[config.mk]
export PLATFORM = sky130hd
export DESIGN_NAME = ppu_top
export DESIGN_NICKNAME = d
export VERILOG_FILES = /design/src/ppu_pkg.sv /design/src/ppu_top.sv /design/src/pixel_pusher.sv /design/src/plane_shifter.sv /design/src/bg_fetcher.sv /design/src/ppu_timing.sv /design/src/ppu_regs.sv
export VERILOG_INCLUDE_DIRS = /design/src
export SDC_FILE = /design/constraint.sdc
export NUM_CORES = 1
export LEC_CHECK = 0
export ABC_AREA = 1
export BUFFER_PORTS_ARGS = -buffer_cell sky130_fd_sc_hd__clkbuf_2
export CAP_MARGIN = 20
export CORE_MARGIN = 2
export CORE_UTILIZATION = 53
export DETAILED_ROUTE_END_ITERATION = 10
export GPL_ROUTABILITY_DRIVEN = 0
export PLACE_DENSITY = 0.73
export SYNTH_ARGS = -nofsm -noshare
export SYNTH_HDL_FRONTEND = slang
export SYNTH_SLANG_ARGS = --single-unit
[constraint.sdc]
create_clock -name clk -period 3.2 [get_ports clk]
set_clock_uncertainty 0.15 [all_clocks]
set_input_delay 0.16 -clock clk [delete_from_list [all_inputs] [get_ports clk]]
set_output_delay 0.16 -clock clk [all_outputs]
set_load 0.1 [all_outputs]
[src/ppu_defines.svh]
// register addresses, vram bases, line and screen geometry for the background ppu
`ifndef PPU_DEFINES_SVH
`define PPU_DEFINES_SVH

// memory-mapped register addresses
`define PPU_REG_LCDC 16'hFF40
`define PPU_REG_STAT 16'hFF41
`define PPU_REG_SCY 16'hFF42
`define PPU_REG_SCX 16'hFF43
`define PPU_REG_LY 16'hFF44
`define PPU_REG_LYC 16'hFF45
`define PPU_REG_DMA 16'hFF46
`define PPU_REG_BGP 16'hFF47

// vram regions
`define VRAM_TILE_BASE 16'h8000
`define VRAM_MAP0_BASE 16'h9800
`define VRAM_MAP1_BASE 16'h9C00

// line and frame geometry in dots and lines
`define LINE_DOTS 456
`define SCAN_DOTS 80
`define VISIBLE_LINES 144
`define LAST_LY 153
`define SCREEN_W 160
`define TILE_W 8

`define VRAM_LATENCY 2 // strobe to valid data
`define NUM_PLANES 2

`endif
[src/ppu_pkg.sv]
// ppu package with vector typedefs and the mode and fetch state enums
package ppu_pkg;

    typedef logic [7:0] byte_t; // register and vram data
    typedef logic [15:0] addr_t; // bus and vram address
    typedef logic [8:0] dot_t; // dot within a line
    typedef logic [7:0] ly_t; // line number
    typedef logic [1:0] color_t; // pixel colour index

    // encodings match stat bits 1:0
    typedef enum logic [1:0] {
        hblank = 2'd0,
        vblank = 2'd1,
        scan = 2'd2,
        draw = 2'd3
    } ppu_mode_t;

    typedef enum logic [2:0] {
        idle,
        map_read,
        low_read,
        high_read,
        ready
    } fetch_state_t;

endpackage

[src/ppu_top.sv]
// ppu top level wiring registers, timing, fetcher, shifters and pixel pusher
`timescale 1ns/1ps
`include "ppu_defines.svh"

module ppu_top (
    input  logic               clk,
    input  logic               rst,
    input  ppu_pkg::addr_t     bus_addr,
    input  logic               bus_wr,
    input  logic               bus_rd,
    input  ppu_pkg::byte_t     bus_wdata,
    output ppu_pkg::byte_t     bus_rdata,
    output logic               vram_rd,
    output ppu_pkg::addr_t     vram_addr,
    input  ppu_pkg::byte_t     vram_data,
    output ppu_pkg::ppu_mode_t mode,
    output logic               irq_vblank,
    output logic               irq_lcdc,
    output ppu_pkg::color_t    px_out,
    output logic               px_valid
);
    import ppu_pkg::*;

    byte_t lcdc;
    byte_t scx;
    byte_t scy;
    ly_t ly;
    logic line_start;
    logic draw_done;
    logic pipe_rst;
    logic load;
    logic shift;
    logic row_ready;
    byte_t row_lo;
    byte_t row_hi;
    byte_t rows [`NUM_PLANES];
    logic [`NUM_PLANES-1:0] plane_bits;

    assign pipe_rst = rst || !lcdc[7]; // display off flushes the pixel path
    assign rows[0] = row_lo;
    assign rows[1] = row_hi;

    ppu_regs u_regs (
        .clk(clk), .rst(rst), .bus_addr(bus_addr), .bus_wr(bus_wr), .bus_rd(bus_rd),
        .bus_wdata(bus_wdata), .mode(mode), .ly(ly), .bus_rdata(bus_rdata),
        .lcdc(lcdc), .scx(scx), .scy(scy), .irq_lcdc(irq_lcdc)
    );

    ppu_timing u_timing (
        .clk(clk), .rst(rst), .lcdc_on(lcdc[7]), .draw_done(draw_done), .mode(mode),
        .ly(ly), .line_start(line_start), .irq_vblank(irq_vblank)
    );

    bg_fetcher u_fetcher (
        .clk(clk), .rst(pipe_rst), .line_start(line_start), .load(load), .ly(ly),
        .scx(scx), .scy(scy), .lcdc(lcdc), .vram_data(vram_data), .vram_rd(vram_rd),
        .vram_addr(vram_addr), .row_lo(row_lo), .row_hi(row_hi), .row_ready(row_ready)
    );

    for (genvar p = 0; p < `NUM_PLANES; p++) begin : g_plane
        plane_shifter u_shifter (
            .clk(clk), .rst(pipe_rst), .load(load), .shift(shift), .row(rows[p]),
            .bit_out(plane_bits[p])
        );
    end

    pixel_pusher u_pusher (
        .clk(clk), .rst(pipe_rst), .line_start(line_start), .row_ready(row_ready),
        .scx(scx), .plane_bits(plane_bits), .load(load), .shift(shift),
        .px_out(px_out), .px_valid(px_valid), .draw_done(draw_done)
    );

endmodule

[src/pixel_pusher.sv]
// pixel pusher that drains the shifters, drops fine-scroll pixels and counts the line
`timescale 1ns/1ps
`include "ppu_defines.svh"

module pixel_pusher (
    input  logic                   clk,
    input  logic                   rst,
    input  logic                   line_start,
    input  logic                   row_ready,
    input  ppu_pkg::byte_t         scx,
    input  logic [`NUM_PLANES-1:0] plane_bits,
    output logic                   load,
    output logic                   shift,
    output ppu_pkg::color_t        px_out,
    output logic                   px_valid,
    output logic                   draw_done
);
    logic active; // line in progress
    logic [3:0] left; // pixels still in the shifters
    logic [2:0] discard; // fine scroll pixels still to drop
    logic [7:0] px_cnt;

    assign load = active && (left == 4'd0) && row_ready;
    assign shift = active && (left != 4'd0);
    assign px_out = plane_bits; // {high plane, low plane}
    assign px_valid = shift && (discard == 3'd0);

    always_ff @(posedge clk) begin
        if (rst) begin
            active <= 1'b0;
            left <= '0;
            discard <= '0;
            px_cnt <= '0;
            draw_done <= 1'b0;
        end else begin
            draw_done <= 1'b0;
            if (line_start) begin
                active <= 1'b1;
                left <= '0;
                discard <= scx[2:0];
                px_cnt <= '0;
            end else if (load) begin
                left <= 4'(`TILE_W);
            end else if (shift) begin
                left <= left - 4'd1;
                if (discard != 3'd0) begin
                    discard <= discard - 3'd1;
                end else begin
                    px_cnt <= px_cnt + 8'd1;
                    if (px_cnt == 8'(`SCREEN_W - 1)) begin
                        active <= 1'b0; // last visible pixel of the line
                        draw_done <= 1'b1;
                    end
                end
            end
        end
    end

endmodule

[src/plane_shifter.sv]
// shift register for one bitplane of the current tile row
`timescale 1ns/1ps

module plane_shifter (
    input  logic           clk,
    input  logic           rst,
    input  logic           load,
    input  logic           shift,
    input  ppu_pkg::byte_t row,
    output logic           bit_out
);
    import ppu_pkg::*;

    byte_t bits;

    always_ff @(posedge clk) begin
        if (rst) begin
            bits <= '0;
        end else if (load) begin
            bits <= row;
        end else if (shift) begin
            bits <= {bits[6:0], 1'b0}; // leftmost pixel first
        end
    end

    assign bit_out = bits[7];

endmodule

[src/bg_fetcher.sv]
// background tile fetcher with vram reads, scrolling and one held tile row
`timescale 1ns/1ps
`include "ppu_defines.svh"

module bg_fetcher (
    input  logic           clk,
    input  logic           rst,
    input  logic           line_start,
    input  logic           load,
    input  ppu_pkg::ly_t   ly,
    input  ppu_pkg::byte_t scx,
    input  ppu_pkg::byte_t scy,
    input  ppu_pkg::byte_t lcdc,
    input  ppu_pkg::byte_t vram_data,
    output logic           vram_rd,
    output ppu_pkg::addr_t vram_addr,
    output ppu_pkg::byte_t row_lo,
    output ppu_pkg::byte_t row_hi,
    output logic           row_ready
);
    import ppu_pkg::*;

    localparam int SCREEN_TILES = `SCREEN_W / `TILE_W;

    fetch_state_t state;
    logic [$clog2(`VRAM_LATENCY + 1)-1:0] wait_cnt; // cycles since the strobe
    logic [4:0] tile_cnt;
    logic [4:0] last_tile;
    byte_t entry; // tile number from the map
    byte_t y_pix;
    logic [4:0] map_col;
    addr_t map_base;
    addr_t map_addr;
    addr_t tile_addr;
    addr_t row_addr;
    logic data_valid;

    assign y_pix = ly + scy;
    assign map_col = scx[7:3] + tile_cnt; // wraps at 32 columns
    assign map_base = lcdc[3] ? `VRAM_MAP1_BASE : `VRAM_MAP0_BASE;
    assign map_addr = map_base + {6'b0, y_pix[7:3], map_col};

    // unsigned indexing from 8000 or signed indexing around 9000
    assign tile_addr = lcdc[4] ? (`VRAM_TILE_BASE + {4'b0, entry, 4'b0}) :
                       (`VRAM_TILE_BASE + 16'h1000 + {{4{entry[7]}}, entry, 4'b0});
    assign row_addr = tile_addr + {12'b0, y_pix[2:0], 1'b0};

    // one extra tile covers the pixels dropped by fine scroll
    assign last_tile = 5'(SCREEN_TILES) + {4'b0, (scx[2:0] != 3'd0)};

    assign data_valid = (wait_cnt == `VRAM_LATENCY);
    assign vram_rd = (state inside {map_read, low_read, high_read}) && (wait_cnt == '0);
    assign row_ready = (state == ready);

    always_comb begin
        case (state)
            low_read: vram_addr = row_addr;
            high_read: vram_addr = row_addr + 16'd1;
            default: vram_addr = map_addr;
        endcase
    end

    always_ff @(posedge clk) begin
        if (rst) begin
            state <= idle;
            wait_cnt <= '0;
            tile_cnt <= '0;
        end else if (line_start) begin
            state <= map_read; // any row left from the last line is dropped
            wait_cnt <= '0;
            tile_cnt <= '0;
        end else begin
            case (state)
                map_read, low_read, high_read: begin
                    if (data_valid) begin
                        wait_cnt <= '0;
                        if (state == map_read) begin
                            state <= low_read;
                        end else if (state == low_read) begin
                            state <= high_read;
                        end else begin
                            state <= ready;
                            tile_cnt <= tile_cnt + 5'd1;
                        end
                    end else begin
                        wait_cnt <= wait_cnt + 1'b1;
                    end
                end
                ready: begin
                    if (load) begin
                        // next tile fetch overlaps with the shifters draining
                        state <= (tile_cnt == last_tile) ? idle : map_read;
                    end
                end
                default: ; // idle until the next line
            endcase
        end
    end

    // captured row bytes, blanked when the background is disabled
    always_ff @(posedge clk) begin
        if (data_valid) begin
            case (state)
                map_read: entry <= vram_data;
                low_read: row_lo <= lcdc[0] ? vram_data : 8'h00;
                high_read: row_hi <= lcdc[0] ? vram_data : 8'h00;
                default: ;
            endcase
        end
    end

endmodule

[src/ppu_timing.sv]
// scanline timing with dot counter, ly counter, mode fsm and vblank interrupt
`timescale 1ns/1ps
`include "ppu_defines.svh"

module ppu_timing (
    input  logic               clk,
    input  logic               rst,
    input  logic               lcdc_on,
    input  logic               draw_done,
    output ppu_pkg::ppu_mode_t mode,
    output ppu_pkg::ly_t       ly,
    output logic               line_start,
    output logic               irq_vblank
);
    import ppu_pkg::*;

    dot_t dot;

    always_ff @(posedge clk) begin
        if (rst || !lcdc_on) begin
            dot <= '0; // display off holds line 0 in scan
            ly <= '0;
            mode <= scan;
            line_start <= 1'b0;
        end else begin
            line_start <= 1'b0;
            if (dot == dot_t'(`LINE_DOTS - 1)) begin
                // end of line, also cuts a draw that overran
                dot <= '0;
                if (ly == ly_t'(`LAST_LY)) begin
                    ly <= '0;
                    mode <= scan;
                end else begin
                    ly <= ly + 8'd1;
                    if (ly >= ly_t'(`VISIBLE_LINES - 1)) begin
                        mode <= vblank;
                    end else begin
                        mode <= scan;
                    end
                end
            end else begin
                dot <= dot + 9'd1;
                case (mode)
                    scan: begin
                        if (dot == dot_t'(`SCAN_DOTS - 1)) begin
                            mode <= draw;
                            line_start <= 1'b1; // first cycle of draw
                        end
                    end
                    draw: begin
                        if (draw_done) begin
                            mode <= hblank;
                        end
                    end
                    default: ; // hblank and vblank wait for line end
                endcase
            end
        end
    end

    assign irq_vblank = (mode == vblank);

endmodule

[src/ppu_regs.sv]
// ppu register file with read mux, stat composition and stat interrupt
`timescale 1ns/1ps
`include "ppu_defines.svh"

module ppu_regs (
    input  logic              clk,
    input  logic              rst,
    input  ppu_pkg::addr_t    bus_addr,
    input  logic              bus_wr,
    input  logic              bus_rd,
    input  ppu_pkg::byte_t    bus_wdata,
    input  ppu_pkg::ppu_mode_t mode,
    input  ppu_pkg::ly_t      ly,
    output ppu_pkg::byte_t    bus_rdata,
    output ppu_pkg::byte_t    lcdc,
    output ppu_pkg::byte_t    scx,
    output ppu_pkg::byte_t    scy,
    output logic              irq_lcdc
);
    import ppu_pkg::*;

    logic [3:0] stat_en; // stat bits 6:3
    byte_t lyc;
    byte_t bgp; // stored only, no palette lookup here
    byte_t stat;
    logic coinc;

    assign coinc = (ly == lyc);
    assign stat = {1'b1, stat_en, coinc, mode};

    always_ff @(posedge clk) begin
        if (rst) begin
            lcdc <= '0; // display off after reset
            stat_en <= '0;
            scy <= '0;
            scx <= '0;
            lyc <= '0;
            bgp <= '0;
        end else if (bus_wr) begin
            case (bus_addr)
                `PPU_REG_LCDC: lcdc <= bus_wdata;
                `PPU_REG_STAT: stat_en <= bus_wdata[6:3]; // low bits are status only
                `PPU_REG_SCY: scy <= bus_wdata;
                `PPU_REG_SCX: scx <= bus_wdata;
                `PPU_REG_LYC: lyc <= bus_wdata;
                `PPU_REG_BGP: bgp <= bus_wdata;
                default: ; // ly and unmapped addresses ignore writes
            endcase
        end
    end

    always_comb begin
        bus_rdata = 8'hFF; // idle bus floats high
        if (bus_rd) begin
            case (bus_addr)
                `PPU_REG_LCDC: bus_rdata = lcdc;
                `PPU_REG_STAT: bus_rdata = stat;
                `PPU_REG_SCY: bus_rdata = scy;
                `PPU_REG_SCX: bus_rdata = scx;
                `PPU_REG_LY: bus_rdata = ly;
                `PPU_REG_LYC: bus_rdata = lyc;
                `PPU_REG_BGP: bus_rdata = bgp;
                default: bus_rdata = 8'hFF;
            endcase
        end
    end

    // coincidence source plus one enable per mode
    assign irq_lcdc = (stat_en[3] && coinc) ||
                      (stat_en[0] && (mode == hblank)) ||
                      (stat_en[1] && (mode == vblank)) ||
                      (stat_en[2] && (mode == scan));

endmodule

==> flow_metrics.env <==
export IMPL_status="finished, final reports clean"
export IMPL_clkTransAtPathRegs_ns=0.06
export IMPL_largest_reg_flops=16
export IMPL_insertion_delay_ns=0.42
export IMPL_post_cts_setup_buffers=0
export IMPL_setup_viol=0
export IMPL_synthCells=972
export IMPL_total_power_uw=3726
export IMPL_drt_wl_total_um=17860
export IMPL_power_density_mw_per_mm2=452.9
export IMPL_seq_area_sq_mm=0.002863
export IMPL_synth_edff_count=24
export IMPL_worstPathArrival_ns=2.57
export IMPL_rsz0062_at_grt="false"
export IMPL_fin_nets=1098
export IMPL_n_antenna_cell=0
export IMPL_clock_sinks=131
export IMPL_die_height_um=120.1
export IMPL_fillers=1211
export IMPL_fin_crit_ns=2.879
export IMPL_initial_core_util_pct=54.18
export IMPL_syn_area_sq_mm=0.007147
export IMPL_grt_use_total_pct=25.67
export IMPL_setup_ws_ns=0.3214
export IMPL_syn_to_final_growth_pct=15.11
export IMPL_cts_root_buf="clkbuf_16"
export IMPL_wl_per_cell_um=14.52
export IMPL_avgSynthCellArea_sq_um=7.353
export IMPL_grt_pass1_wl_um=29150
export IMPL_synth_flop_cell="dfxtp_1"
export IMPL_cp_required_ns=2.89
export IMPL_ys_types=46
export IMPL_relSlewSlack_pct=35.77
export IMPL_ys_ff_latch=131
export IMPL_drtIter0Drc=640
export IMPL_ir_worst_vdd_v=0.0005289
export IMPL_overflow=0
export IMPL_period_share_pct=89.96
export IMPL_hold_depth=3
export IMPL_drive_gt1_share_pct=13.66
export IMPL_holdPathEnd="u_regs.lcdc[5]$_SDFFE_PP0P_"
export IMPL_dp_hpwl_um=12750
export IMPL_layout_common_cells="nand2_1, inv_1, dfxtp_1, nor2_1, o21ai_0"
export IMPL_cap_violations=0
export IMPL_clockBufferDepth=2
export IMPL_htreeDepth=4
export IMPL_p_leak_uw=0.003369
export IMPL_num_vias=6632
export IMPL_tightestPinTransition_ns=0.9623
export IMPL_ctsResizeCount=0
export IMPL_final_util_pct=62.37
export IMPL_ys_seq_area_share_pct=40.06
export IMPL_regMostFlops="g_plane.u_shifter.bits"
export IMPL_ant_nets=0
export IMPL_max_freq_ghz=0.3474
export IMPL_layout_commonest_cell="nand2_1"
export IMPL_critPathCaptureType="output port"
export IMPL_rows=42
export IMPL_critPathLaunchType="flop"
export IMPL_rrSetupSlack_ns=1.07
export IMPL_hold_worst_slack_ns=0.02902
export IMPL_place_worst_setup_slack_ns=0.7662
export IMPL_largestRegisters="g_plane.u_shifter.bits (16), u_timing.dot (9)"
export IMPL_io_pins=68
export IMPL_hold_path_class="input port to flop"
export IMPL_worstHoldStart="bus_wdata[5]"
export IMPL_die_x_um=120.1
export IMPL_multi_input_area_sq_mm=0.003501
export IMPL_rr_worst_depth=8
export IMPL_finalHoldViolations=0
export IMPL_crit_path_start="u_timing.ly[0]$_SDFFE_PP0P_"
export IMPL_grt_pass1_vias=5971
export IMPL_crit_type="flop to output port"
export IMPL_worstReg2RegStart="u_timing.dot[0]$_SDFF_PP0_"
export IMPL_r2r_end="u_timing.ly[3]$_SDFFE_PP0P_"
export IMPL_core_sq_mm=0.01319
export IMPL_slew_viol_final=0
export IMPL_cts_tree="yes"
export IMPL_path_max_fanout=7
export IMPL_die_area_sq_mm=0.01443
export IMPL_antenna_found_initial=0
export IMPL_avgViaCountPerCell=5.392
export IMPL_synthArstFlopShare_pct=0
export IMPL_yosys_warnings=0
export IMPL_drc=0
export IMPL_first_pass_iters=6
export IMPL_cts_made_buffers=17
export IMPL_port_buffers=64
export IMPL_grt_max_degree=45
==> critical path: stages, from the launching register on <==
cell	delay (ns)
dfxtp_1	0.47
ha_1	0.24
inv_1	0.06
fa_1	0.39
nor2_1	0.14
o21ai_0	0.09
nand2_1	0.08
xor2_1	0.06
o21ai_1	0.15
clkbuf_2	0.48
==> routing by layer <==
| layer | vias up | global-route usage, % | share of wire [%] |
|---|---|---|---|
| met3 | 26 | 6.179 | 7.5 |
| li1 | 3337 | - | - |
| met2 | 244 | 40.13 | 46 |
| met4 | 0 | 8.088 | 1.8 |
| met1 | 3025 | 35.07 | 45 |
| met5 | - | 0 | 0 |
==> metrics by stage <==
step,TNS (ns),area [sq um],cells
2_1_floorplan,-0.07847,7153,973
3_3_place_gp,0,7475,1181
3_5_place_dp,0,7475,1181
4_1_cts,0,8227,1230
5_1_grt,0,8227,1230
6_report,0,8227,1230
==> worst max path at each step <==
stage	endpoint	slack (ns)	cells after the start
2_1_floorplan	irq_lcdc	-0.08	4
3_3_place_gp	vram_addr[6]	0.79	9
3_5_place_dp	bus_rdata[0]	0.77	9
4_1_cts	vram_addr[6]	0.31	9
5_1_grt	vram_addr[6]	0.08	9
6_report	vram_addr[6]	0.32	9
==> cell families (layout without fill, tap and decap cells) <==
kind of cell | count (synthesis) | after routing | synth area share (%)
AO/OA/AOI/OAI | 180 | 180 | 13.27
XOR/XNOR | 13 | 13 | 1.593
adder cells (fa/ha/maj) | 21 | 21 | 3.887
buffers and inverters | 180 | 261 | 11.05
flip-flops | 131 | 131 | 40.06
other | 2 | 3 | 0.1051
AND/OR/NAND/NOR | 445 | 445 | 30.04
==> report_power, final <==
group	total (uW)	switching (uW)	internal (uW)
clock network	1920	760	1160
logic	131	91.1	40.0
registers	1670	0.00803	1670
==> synthesized netlist by cell type, types with 10 or more instances <==
master    number  area share (%)
a21oi_1       69             4.8
a31oi_1       14             1.2
buf_6         10             1.6
clkbuf_1      11            0.58
dfxtp_1      107              30
edfxtp_1      24              10
ha_1          19             3.3
inv_1        134             7.0
nand2_1      216              11
nand3_1       39             2.7
nand4_1       49             4.3
nor2_1        89             4.7
nor3_1        10            0.70
o21ai_0       77             5.4
xor2_1        11             1.3
==> layout make-up <==
cell class	count	area share, %
clock buffers	19	5.262
clock inverters	13	1.810
inverters	144	6.570
multi-input cells	662	42.56
flip-flops and latches	131	34.80
well taps	176	2.677
repair buffers	85	6.327
==> repair_timing <==
action	CTS	global route
setup endpoints to repair	0	0
hold buffers	17	0
hold endpoints to repair	45	0
(Power assumes the default switching activity.)
